`src/hdl/cpu16_cfg.svh`:
```
`ifndef CPU16_CFG_SVH
`define CPU16_CFG_SVH

// datapath word width
`define CPU16_WORD 16

// architectural registers
`define CPU16_NREG 4

// data memory words
// addresses wrap modulo this depth
`define CPU16_DMEM_DEPTH 256

`endif

```
`src/hdl/cpu16Pkg.sv`:
```
`include "cpu16_cfg.svh"

package cpu16Pkg;

    typedef logic [`CPU16_WORD-1:0] word_t;
    typedef logic [$clog2(`CPU16_NREG)-1:0] regIdx_t;
    typedef logic [3:0] opcode_t;
    typedef logic [5:0] func_t;
    typedef logic [1:0] aluOp_t;
    typedef logic [1:0] fwdSel_t;

    localparam opcode_t OpBne = 4'd0;
    localparam opcode_t OpBeq = 4'd1;
    localparam opcode_t OpAdi = 4'd4;
    localparam opcode_t OpLwd = 4'd7;
    localparam opcode_t OpSwd = 4'd8;
    localparam opcode_t OpJmp = 4'd9;
    localparam opcode_t OpR   = 4'd15;

    localparam func_t FnAdd = 6'd0;
    localparam func_t FnSub = 6'd1;
    localparam func_t FnAnd = 6'd2;
    localparam func_t FnOrr = 6'd3;
    localparam func_t FnWwd = 6'd28;
    localparam func_t FnHlt = 6'd29;

    localparam aluOp_t AluAdd = 2'd0;
    localparam aluOp_t AluSub = 2'd1;
    localparam aluOp_t AluAnd = 2'd2;
    localparam aluOp_t AluOr  = 2'd3;

    localparam fwdSel_t FwdReg = 2'd0;
    localparam fwdSel_t FwdMem = 2'd1;
    localparam fwdSel_t FwdWb  = 2'd2;

    localparam word_t InstrBubble = '1; // R-type with an unused func

    typedef struct packed {
        logic   regWrite;
        logic   memRead;
        logic   memWrite;
        logic   memToReg;
        logic   aluSrcImm;
        aluOp_t aluOp;
        logic   isWwd;
        logic   isHlt;
        logic   valid;
    } ctrl_t;

    typedef struct packed {
        word_t pc;
        word_t instr;
    } ifIdReg_t;

    typedef struct packed {
        ctrl_t   ctrl;
        regIdx_t rs;
        regIdx_t rt;
        regIdx_t rd;
        word_t   opA;
        word_t   opB;
        word_t   imm;
    } idExReg_t;

    typedef struct packed {
        ctrl_t   ctrl;
        regIdx_t rd;
        word_t   aluRes;
        word_t   storeData;
    } exMemReg_t;

    typedef struct packed {
        ctrl_t   ctrl;
        regIdx_t rd;
        word_t   aluRes;
        word_t   loadData;
        word_t   wwdVal;
    } memWbReg_t;

endpackage

```
`src/hdl/regFile.sv`:
```
`timescale 1ns/1ns
`include "cpu16_cfg.svh"

module regFile (
    input  logic              clk,
    input  logic              arstN,
    input  cpu16Pkg::regIdx_t raddrA,
    input  cpu16Pkg::regIdx_t raddrB,
    output cpu16Pkg::word_t   rdataA,
    output cpu16Pkg::word_t   rdataB,
    input  cpu16Pkg::regIdx_t waddr,
    input  cpu16Pkg::word_t   wdata,
    input  logic              wen
);
    import cpu16Pkg::*;

    word_t regs [`CPU16_NREG];

    always_ff @(posedge clk or negedge arstN) begin
        if (!arstN) begin
            for (int i = 0; i < `CPU16_NREG; i++) begin
                regs[i] <= '0;
            end
        end else if (wen) begin
            regs[waddr] <= wdata;
        end
    end

    // write-through, a reader in decode sees the writeback value
    assign rdataA = (wen && waddr == raddrA) ? wdata : regs[raddrA];
    assign rdataB = (wen && waddr == raddrB) ? wdata : regs[raddrB];

endmodule

```
`src/hdl/decodeUnit.sv`:
```
`timescale 1ns/1ns

module decodeUnit (
    input  cpu16Pkg::ifIdReg_t ifId,
    output cpu16Pkg::regIdx_t  rs,
    output cpu16Pkg::regIdx_t  rt,
    output cpu16Pkg::regIdx_t  rd,
    output cpu16Pkg::ctrl_t    ctrl,
    output cpu16Pkg::word_t    imm,
    output cpu16Pkg::word_t    target,
    output logic               isBranch,
    output logic               isBne,
    output logic               isJump
);
    import cpu16Pkg::*;

    opcode_t opcode;
    func_t   func;
    word_t   branchTarget;
    word_t   jumpTarget;

    assign opcode = ifId.instr[15:12];
    assign func   = ifId.instr[5:0];
    assign rs     = ifId.instr[11:10];
    assign rt     = ifId.instr[9:8];
    assign rd     = (opcode == OpR) ? ifId.instr[7:6] : rt; // ADI and LWD write rt
    assign imm    = word_t'($signed(ifId.instr[7:0]));

    assign branchTarget = ifId.pc + 1'b1 + imm;
    assign jumpTarget   = {ifId.pc[15:12], ifId.instr[11:0]};
    assign target       = isJump ? jumpTarget : branchTarget;

    always_comb begin
        ctrl     = '0;
        isBranch = 1'b0;
        isBne    = 1'b0;
        isJump   = 1'b0;
        case (opcode)
            OpR: begin
                ctrl.valid    = 1'b1;
                ctrl.regWrite = 1'b1;
                case (func)
                    FnAdd: ctrl.aluOp = AluAdd;
                    FnSub: ctrl.aluOp = AluSub;
                    FnAnd: ctrl.aluOp = AluAnd;
                    FnOrr: ctrl.aluOp = AluOr;
                    FnWwd: begin
                        ctrl.regWrite = 1'b0;
                        ctrl.isWwd    = 1'b1;
                    end
                    FnHlt: begin
                        ctrl.regWrite = 1'b0;
                        ctrl.isHlt    = 1'b1;
                    end
                    default: ctrl = '0; // bubbles land here
                endcase
            end
            OpAdi: begin
                ctrl.valid     = 1'b1;
                ctrl.regWrite  = 1'b1;
                ctrl.aluSrcImm = 1'b1;
            end
            OpLwd: begin
                ctrl.valid     = 1'b1;
                ctrl.regWrite  = 1'b1;
                ctrl.memRead   = 1'b1;
                ctrl.memToReg  = 1'b1;
                ctrl.aluSrcImm = 1'b1;
            end
            OpSwd: begin
                ctrl.valid     = 1'b1;
                ctrl.memWrite  = 1'b1;
                ctrl.aluSrcImm = 1'b1;
            end
            OpBeq, OpBne: begin
                ctrl.valid = 1'b1;
                isBranch   = 1'b1;
                isBne      = (opcode == OpBne);
            end
            OpJmp: begin
                ctrl.valid = 1'b1;
                isJump     = 1'b1;
            end
            default: ;
        endcase
    end

endmodule

```
`src/hdl/hazardUnit.sv`:
```
`timescale 1ns/1ns

module hazardUnit (
    input  cpu16Pkg::regIdx_t   idRs,
    input  cpu16Pkg::regIdx_t   idRt,
    input  logic                idUsesRt,
    input  logic                idIsBranch,
    input  cpu16Pkg::idExReg_t  idEx,
    input  cpu16Pkg::exMemReg_t exMem,
    input  cpu16Pkg::memWbReg_t memWb,
    output logic                stall,
    output cpu16Pkg::fwdSel_t   fwdA,
    output cpu16Pkg::fwdSel_t   fwdB
);
    import cpu16Pkg::*;

    logic loadUse;
    logic exBlocksBranch;
    logic memBlocksBranch;

    // load result only exists after the memory stage
    assign loadUse = idEx.ctrl.memRead &&
                     (idEx.rd == idRs || (idUsesRt && idEx.rd == idRt));

    // branches compare in decode with no forwarding
    assign exBlocksBranch  = idEx.ctrl.regWrite && (idEx.rd == idRs || idEx.rd == idRt);
    assign memBlocksBranch = exMem.ctrl.regWrite && (exMem.rd == idRs || exMem.rd == idRt);

    assign stall = loadUse || (idIsBranch && (exBlocksBranch || memBlocksBranch));

    always_comb begin
        fwdA = FwdReg;
        fwdB = FwdReg;
        if (exMem.ctrl.regWrite && exMem.rd == idEx.rs) begin
            fwdA = FwdMem; // younger result wins
        end else if (memWb.ctrl.regWrite && memWb.rd == idEx.rs) begin
            fwdA = FwdWb;
        end
        if (exMem.ctrl.regWrite && exMem.rd == idEx.rt) begin
            fwdB = FwdMem;
        end else if (memWb.ctrl.regWrite && memWb.rd == idEx.rt) begin
            fwdB = FwdWb;
        end
    end

endmodule

```
`src/hdl/executeUnit.sv`:
```
`timescale 1ns/1ns

module executeUnit (
    input  cpu16Pkg::idExReg_t idEx,
    input  cpu16Pkg::fwdSel_t  fwdA,
    input  cpu16Pkg::fwdSel_t  fwdB,
    input  cpu16Pkg::word_t    memFwd,
    input  cpu16Pkg::word_t    wbFwd,
    output cpu16Pkg::word_t    result,
    output cpu16Pkg::word_t    storeData
);
    import cpu16Pkg::*;

    word_t opA;
    word_t opB;
    word_t aluB;
    word_t aluOut;

    function automatic word_t fwdMux(
        input fwdSel_t sel,
        input word_t   regVal,
        input word_t   memVal,
        input word_t   wbVal
    );
        case (sel)
            FwdMem:  return memVal;
            FwdWb:   return wbVal;
            default: return regVal;
        endcase
    endfunction

    assign opA  = fwdMux(fwdA, idEx.opA, memFwd, wbFwd);
    assign opB  = fwdMux(fwdB, idEx.opB, memFwd, wbFwd);
    assign aluB = idEx.ctrl.aluSrcImm ? idEx.imm : opB;

    always_comb begin
        case (idEx.ctrl.aluOp)
            AluSub:  aluOut = opA - aluB;
            AluAnd:  aluOut = opA & aluB;
            AluOr:   aluOut = opA | aluB;
            default: aluOut = opA + aluB;
        endcase
    end

    // WWD rides to writeback in the result slot
    assign result    = idEx.ctrl.isWwd ? opA : aluOut;
    assign storeData = opB;

endmodule

```
`src/hdl/dataRam.sv`:
```
`timescale 1ns/1ns
`include "cpu16_cfg.svh"

module dataRam (
    input  logic            clk,
    input  cpu16Pkg::word_t addr,
    input  cpu16Pkg::word_t wdata,
    input  logic            wen,
    output cpu16Pkg::word_t rdata
);
    import cpu16Pkg::*;

    localparam int AddrBits = $clog2(`CPU16_DMEM_DEPTH);

    word_t               mem [`CPU16_DMEM_DEPTH];
    logic [AddrBits-1:0] index;

    assign index = addr[AddrBits-1:0]; // upper bits ignored, address wraps

    always_ff @(posedge clk) begin
        if (wen) begin
            mem[index] <= wdata;
        end
    end

    assign rdata = mem[index];

endmodule

```
`src/hdl/pipeDatapath.sv`:
```
`timescale 1ns/1ns

module pipeDatapath (
    input  logic            clk,
    input  logic            arstN,
    output cpu16Pkg::word_t imemAddr,
    output logic            imemRead,
    input  cpu16Pkg::word_t imemData,
    output cpu16Pkg::word_t dmemAddr,
    output cpu16Pkg::word_t dmemWData,
    output logic            dmemWrite,
    input  cpu16Pkg::word_t dmemRData,
    output cpu16Pkg::word_t outputPort,
    output logic            outputValid,
    output cpu16Pkg::word_t numInst,
    output logic            halted
);
    import cpu16Pkg::*;

    word_t     pc;
    ifIdReg_t  ifId;
    idExReg_t  idEx;
    exMemReg_t exMem;
    memWbReg_t memWb;

    regIdx_t decRs;
    regIdx_t decRt;
    regIdx_t decRd;
    ctrl_t   decCtrl;
    word_t   decImm;
    word_t   decTarget;
    logic    decIsBranch;
    logic    decIsBne;
    logic    decIsJump;
    word_t   rdataA;
    word_t   rdataB;
    logic    usesRt;
    logic    stall;
    fwdSel_t fwdA;
    fwdSel_t fwdB;
    word_t   exResult;
    word_t   exStoreData;
    word_t   wbData;
    logic    branchTaken;
    logic    redirect;
    logic    haltFreeze;
    logic    fetchStop;

    assign wbData = memWb.ctrl.memToReg ? memWb.loadData : memWb.aluRes;

    regFile regFile_inst (
        .clk, .arstN,
        .raddrA(decRs), .raddrB(decRt), .rdataA, .rdataB,
        .waddr(memWb.rd), .wdata(wbData), .wen(memWb.ctrl.regWrite)
    );

    decodeUnit decodeUnit_inst (
        .ifId, .rs(decRs), .rt(decRt), .rd(decRd), .ctrl(decCtrl), .imm(decImm),
        .target(decTarget), .isBranch(decIsBranch), .isBne(decIsBne), .isJump(decIsJump)
    );

    // R-type ALU ops, stores and branches read rt
    assign usesRt = decCtrl.memWrite || decIsBranch ||
                    (decCtrl.regWrite && !decCtrl.aluSrcImm);

    hazardUnit hazardUnit_inst (
        .idRs(decRs), .idRt(decRt), .idUsesRt(usesRt), .idIsBranch(decIsBranch),
        .idEx, .exMem, .memWb, .stall, .fwdA, .fwdB
    );

    executeUnit executeUnit_inst (
        .idEx, .fwdA, .fwdB, .memFwd(exMem.aluRes), .wbFwd(wbData),
        .result(exResult), .storeData(exStoreData)
    );

    assign branchTaken = decIsBranch && ((rdataA == rdataB) != decIsBne);
    assign redirect    = !stall && (decIsJump || branchTaken);
    assign fetchStop   = haltFreeze || decCtrl.isHlt; // nothing younger than HLT

    assign imemAddr = pc;
    assign imemRead = !fetchStop;

    // fetch side, held as a unit by a stall
    always_ff @(posedge clk or negedge arstN) begin
        if (!arstN) begin
            pc         <= '0;
            ifId       <= '{pc: '0, instr: InstrBubble};
            haltFreeze <= 1'b0;
        end else if (!stall) begin
            if (decCtrl.isHlt) begin
                haltFreeze <= 1'b1;
            end
            if (!fetchStop) begin
                pc <= redirect ? decTarget : pc + 1'b1;
            end
            if (redirect || fetchStop) begin
                ifId <= '{pc: pc, instr: InstrBubble}; // squash the slot
            end else begin
                ifId <= '{pc: pc, instr: imemData};
            end
        end
    end

    always_ff @(posedge clk or negedge arstN) begin
        if (!arstN) begin
            idEx    <= '0;
            exMem   <= '0;
            memWb   <= '0;
            numInst <= '0;
            halted  <= 1'b0;
        end else begin
            idEx.ctrl <= stall ? '0 : decCtrl;
            idEx.rs   <= decRs;
            idEx.rt   <= decRt;
            idEx.rd   <= decRd;
            idEx.opA  <= rdataA;
            idEx.opB  <= rdataB;
            idEx.imm  <= decImm;

            exMem <= '{ctrl: idEx.ctrl, rd: idEx.rd, aluRes: exResult, storeData: exStoreData};

            memWb.ctrl     <= exMem.ctrl;
            memWb.rd       <= exMem.rd;
            memWb.aluRes   <= exMem.aluRes;
            memWb.loadData <= dmemRData;
            if (exMem.ctrl.isWwd) begin
                memWb.wwdVal <= exMem.aluRes; // port keeps the last WWD value
            end

            // counted as it enters writeback
            if (exMem.ctrl.valid) begin
                numInst <= numInst + 1'b1;
            end
            if (exMem.ctrl.isHlt) begin
                halted <= 1'b1;
            end
        end
    end

    assign dmemAddr    = exMem.aluRes;
    assign dmemWData   = exMem.storeData;
    assign dmemWrite   = exMem.ctrl.memWrite;
    assign outputValid = memWb.ctrl.isWwd;
    assign outputPort  = memWb.wwdVal;

endmodule

```
`src/hdl/cpu16Top.sv`:
```
`timescale 1ns/1ns

module cpu16Top (
    input  logic            clk,
    input  logic            arstN,
    output cpu16Pkg::word_t imemAddr,
    output logic            imemRead,
    input  cpu16Pkg::word_t imemData,
    output cpu16Pkg::word_t outputPort,
    output logic            outputValid,
    output cpu16Pkg::word_t numInst,
    output logic            halted
);
    import cpu16Pkg::*;

    word_t dmemAddr;
    word_t dmemWData;
    word_t dmemRData;
    logic  dmemWrite;

    pipeDatapath pipeDatapath_inst (
        .clk, .arstN,
        .imemAddr, .imemRead, .imemData,
        .dmemAddr, .dmemWData, .dmemWrite, .dmemRData,
        .outputPort, .outputValid, .numInst, .halted
    );

    dataRam dataRam_inst (
        .clk, .addr(dmemAddr), .wdata(dmemWData), .wen(dmemWrite), .rdata(dmemRData)
    );

endmodule

```
`config.mk`:
```
export PLATFORM = sky130hd
export DESIGN_NAME = cpu16Top
export DESIGN_NICKNAME = d
export VERILOG_FILES = /design/src/hdl/cpu16Pkg.sv /design/src/hdl/regFile.sv /design/src/hdl/decodeUnit.sv /design/src/hdl/hazardUnit.sv /design/src/hdl/executeUnit.sv /design/src/hdl/dataRam.sv /design/src/hdl/pipeDatapath.sv /design/src/hdl/cpu16Top.sv
export VERILOG_INCLUDE_DIRS = /design/src /design/src/hdl
export SDC_FILE = /design/constraint.sdc
export NUM_CORES = 2
export LEC_CHECK = 0
export BUFFER_PORTS_ARGS = -buffer_cell sky130_fd_sc_hd__buf_2
export CAP_MARGIN = 10
export CORE_ASPECT_RATIO = 1.2
export CORE_MARGIN = 4
export CORE_UTILIZATION = 40
export CTS_CLUSTER_SIZE = 28
export DETAILED_ROUTE_END_ITERATION = 10
export PLACE_DENSITY_LB_ADDON = 0.15
export SETUP_SLACK_MARGIN = 0.02
export SYNTH_ARGS = -nofsm -noshare
export SYNTH_HDL_FRONTEND = slang
export SYNTH_SLANG_ARGS = --single-unit
```
`constraint.sdc`:
```
create_clock -name clk -period 6 [get_ports clk]
set_clock_uncertainty 0.1 [all_clocks]
set_input_delay 0.6 -clock clk [delete_from_list [all_inputs] [get_ports clk]]
set_output_delay 0.6 -clock clk [all_outputs]
set_load 0.01 [all_outputs]
```
==> run metrics <==
status=complete, but fails checks; failing checks=max-slew violations; complex-gate fraction of the synthesized area=1.67%; CORE AREA=between 400000 and 500000 um^2; ordered cell list for the critical path=xnor2_1 -> and3_1 -> buf_4 -> o31ai_1 -> mux2i_1 -> and3_1 -> nand3_1 -> a2111o_1 -> nand2_1 -> xnor2_1 -> ha_1 -> or3_1 -> o31a_1 -> a31o_2 -> a21o_1 -> a21oi_1 -> xnor2_1 -> o221a_2; Main synth FF type=edfxtp_1; Yosys top cell by area=edfxtp_1; GRT Util Overall=between 20% and 30%; Synth Area in XOR/XNOR=less than 1%; Post-CTS Setup Repair Bufs=0; nets=8269; largest family of logic cells by synthesized area=multiplexers; Hold Crit Class=in2async; Post-Synth Adder-Cell Area=less than 1%; router iterations before antenna repair=6; Core Rows=roughly 260; Unique masters post-synth=between 70 and 80; crit path kind=reg2reg; CP bufs+invs=1; count leader, synth=edfxtp_1; peak supply drop=between 0.5 and 0.6 mV; Final Critical Period=about 5.3 ns; largest net degree at the start of global routing=between 200 and 250; Num CTS Buffers=roughly 430; number of port buffers=just under 70; fraction of layout cells with a size suffix above 1=about 33%; RePlAce Congestion=~0.83; final hold vios=0; simple-gate area share of the yosys netlist=under 10%; worst skew pair latency=between 1 and 1.5 ns; Mapped Area=171000 um^2; sequential-to-total area share from yosys stat=75.9%; metal2 WL=~240000 um; routed vias=around 80000; vias in the first global route=approximately 85000; Post-Route WL=roughly 470000 um; Post-Synthesis Cells=roughly 7700; die width=605 um; DP HPWL=roughly 280000 um; mux contribution to synthesized area=a little under a fifth; wire per inst=33.1 um; met3 WL=~26000 um; Bufs on Longest Clock Path=4; total grt overflow=0; Syn Area/Cell=22.2 um^2; Setup TNS Final=0 ns; CTS tree=done; Cells after DPL=about 13000; yosys warns=0; max-cap violation count=0; # DRC=0; Least-Margin Pin Slew=approximately 1.8 ns; Root Driver=clkbuf_16; H-tree levels=5; crit path DAT=6.01 ns; share of the synthesized area in the top cell type=between 70% and 80%; first-pass GRT wire length=~670000 um; Highest Signal Layer=met5; area delta synth->final=14.2%; Slowest cell on crit path=xnor2_1; clock sinks=roughly 4400; M1 WL=between 150000 and 200000 um; final setup vio count=0; crit start category=flip-flop; antenna violations before repair=30; Fmax=approximately 190 MHz; DIE AREA=between 400000 and 500000 um^2; RSZ-0062 raised after global routing=no; crit path max fanout=20; slowest stage delay, CP=0.56 ns; EDFF count, synth=4096; Initial Util=between 40% and 50%; Critical Path RT=just under 7 ns; Detail Route Antenna Nets=0; top post-synthesis cells by area=edfxtp_1, mux4_2, dfrtp_1, nor2_1, clkbuf_1; Pwr Total=slightly below 100 mW; flops & latches, synth=4374; Lkg Pwr=~62 nW; share of the clock period used by the worst path=between 80% and 90%; Most Frequent Cell on Critical Path=xnor2_1; Pins Over Slew Limit=between 300 and 400; 1st-iter DRT viols=8695; non-filler cells, final=around 14000; top cells by count, synth=edfxtp_1, mux4_2, nor2_1, clkbuf_1, dfrtp_1; CP top delay family=compound AO/OA/AOI/OAI gates; Via density=just under 6; crit path capture type=flip-flop; syn nets=a little under 8000; Async SR Flop Fraction=about 6.4%; Die Y=slightly above 700 um; Slew headroom=-22.3%; Finished Core Util=~46%; io pins=69; power per cell area=508 nW/um^2; Clock Pin Slew Worst Setup and Hold Paths=approximately 0.06 ns
==> path summary, 6_finish.rpt <==
kind	startpoint	cells past startpoint	end	slack, ns
max	pipeDatapath_inst.exMem[33]	18	pipeDatapath_inst.dmemAddr[15]	0.74
min	arstN	2	pipeDatapath_inst.exMem[34]	0.14
max reg2reg	pipeDatapath_inst.exMem[33]	18	pipeDatapath_inst.dmemAddr[15]	0.74
min reg2reg	pipeDatapath_inst.idEx[55]	0	pipeDatapath_inst.exMem[35]	0.25
max in group asynchronous	arstN	3	pipeDatapath_inst.regFile_inst.regs[41]	4.23
min in group clk	pipeDatapath_inst.idEx[55]	0	pipeDatapath_inst.exMem[35]	0.25
==> repair_timing <==
item,CTS,global route
hold buffers,17,0
resized for setup,0,0
hold endpoints to repair,100,0
==> final cells by class <==
class | count | area [um^2]
Sequential cell | 4374 | 130000
Clock inverter | 259 | 2540
Antenna cell | 15 | 37.5
Timing Repair Buffer | 519 | 4290
Multi-Input combinational cell | 2840 | 39800
Inverter | 47 | 176
Tap cell | 5676 | 7100
Fill cell | 35213 | 230000
Clock buffer | 530 | 11400
==> stage by stage <==
step           worst slack, ns  hold WS, ns  instance area [um^2]
3_3_place_gp             0.784        0.237                181000
3_5_place_dp             0.772        0.236                181000
5_1_grt                  0.548        0.197                195000
4_1_cts                  0.765        0.112                195000
2_1_floorplan             1.27        0.204                171000
6_report                 0.742        0.142                195000
==> power by group <==
group	leakage (nW)	switching [mW]	internal, mW	total [mW]
Combinational	14.7	19.3	12.9	32.3
Sequential	40.7	2.17	37.9	40.0
Clock	6.85	11.5	15.5	27.0
Total	62.2	33.0	66.3	99.3
==> state kept, by name, summed over array words and instances, names as in the netlist <==
name,flops
pipeDatapath_inst.dmemAddr,16
pipeDatapath_inst.outputPort,16
pipeDatapath_inst.regFile_inst.regs,64
pipeDatapath_inst.imemAddr,16
pipeDatapath_inst.numInst,16
pipeDatapath_inst.dmemWrite,1
pipeDatapath_inst.dmemWData,16
pipeDatapath_inst.memWb,36
pipeDatapath_inst.outputValid,1
pipeDatapath_inst.idEx,55
pipeDatapath_inst.exMem,7
pipeDatapath_inst.ifId,32
pipeDatapath_inst.halted,1
pipeDatapath_inst.haltFreeze,1
dataRam_inst.mem,4096
==> placed cells by master, fill, tap and decap left out, types with 15 or more instances in the layout <==
cell type      synthesis  final
clkbuf_16              0    438
dfstp_2               16     16
o21ai_0              182    182
dfrtp_1              262    239
ha_1                  39     39
clkbuf_1             266     79
nor3_1                22     22
a21oi_1               64     64
buf_4                 19    392
buf_12                 0     41
xor2_1                50     50
nor2b_1               30     27
nor2_1               335    124
diode_2                0     15
edfxtp_1            4096   4096
mux4_2              1347   1347
xnor2_1               41     41
o22ai_1               20     20
nand2_1              259    247
dfrtp_4                0     22
nand3_1               71     67
nand4_1               24     24
inv_1                 46     46
a31oi_1               28     28
dlygate4sd3_1          0     17
bufinv_16              0     46
buf_2                 58     68
mux2_2                35     35
clkinv_1               0     98
a22oi_1               18     18
nor2_2                 0    206
mux2i_1               58     58
and3_1                18     18
clkinv_2               0     83
==> worst reg2reg max path, cell delays in order (launching register included) <==
cell and delay (ns):
dfrtp_1 0.46, xnor2_1 0.56, and3_1 0.39, buf_4 0.26, o31ai_1 0.16, mux2i_1 0.34, and3_1 0.25, nand3_1 0.13
a2111o_1 0.46, nand2_1 0.10, xnor2_1 0.07, ha_1 0.27, or3_1 0.32, o31a_1 0.29, a31o_2 0.29, a21o_1 0.18
a21oi_1 0.20, xnor2_1 0.09, o221a_2 0.24
==> metal layers <==
layer	GRT usage [%]	up-vias
li1	-	33441
met1	28.7	45661
met2	36.1	2768
met3	3.06	597
met4	6.18	2
met5	0.110	-
==> kinds of logic after synthesis <==
| kind of cell | Yosys count |
|---|---|
| mux | 1447 |
| compound gates | 448 |
| buf+inv | 503 |
| simple gates | 813 |
| xor+xnor | 91 |
| flops | 4374 |
| fa+ha+maj | 41 |
Power figures use the tool's default switching activity.
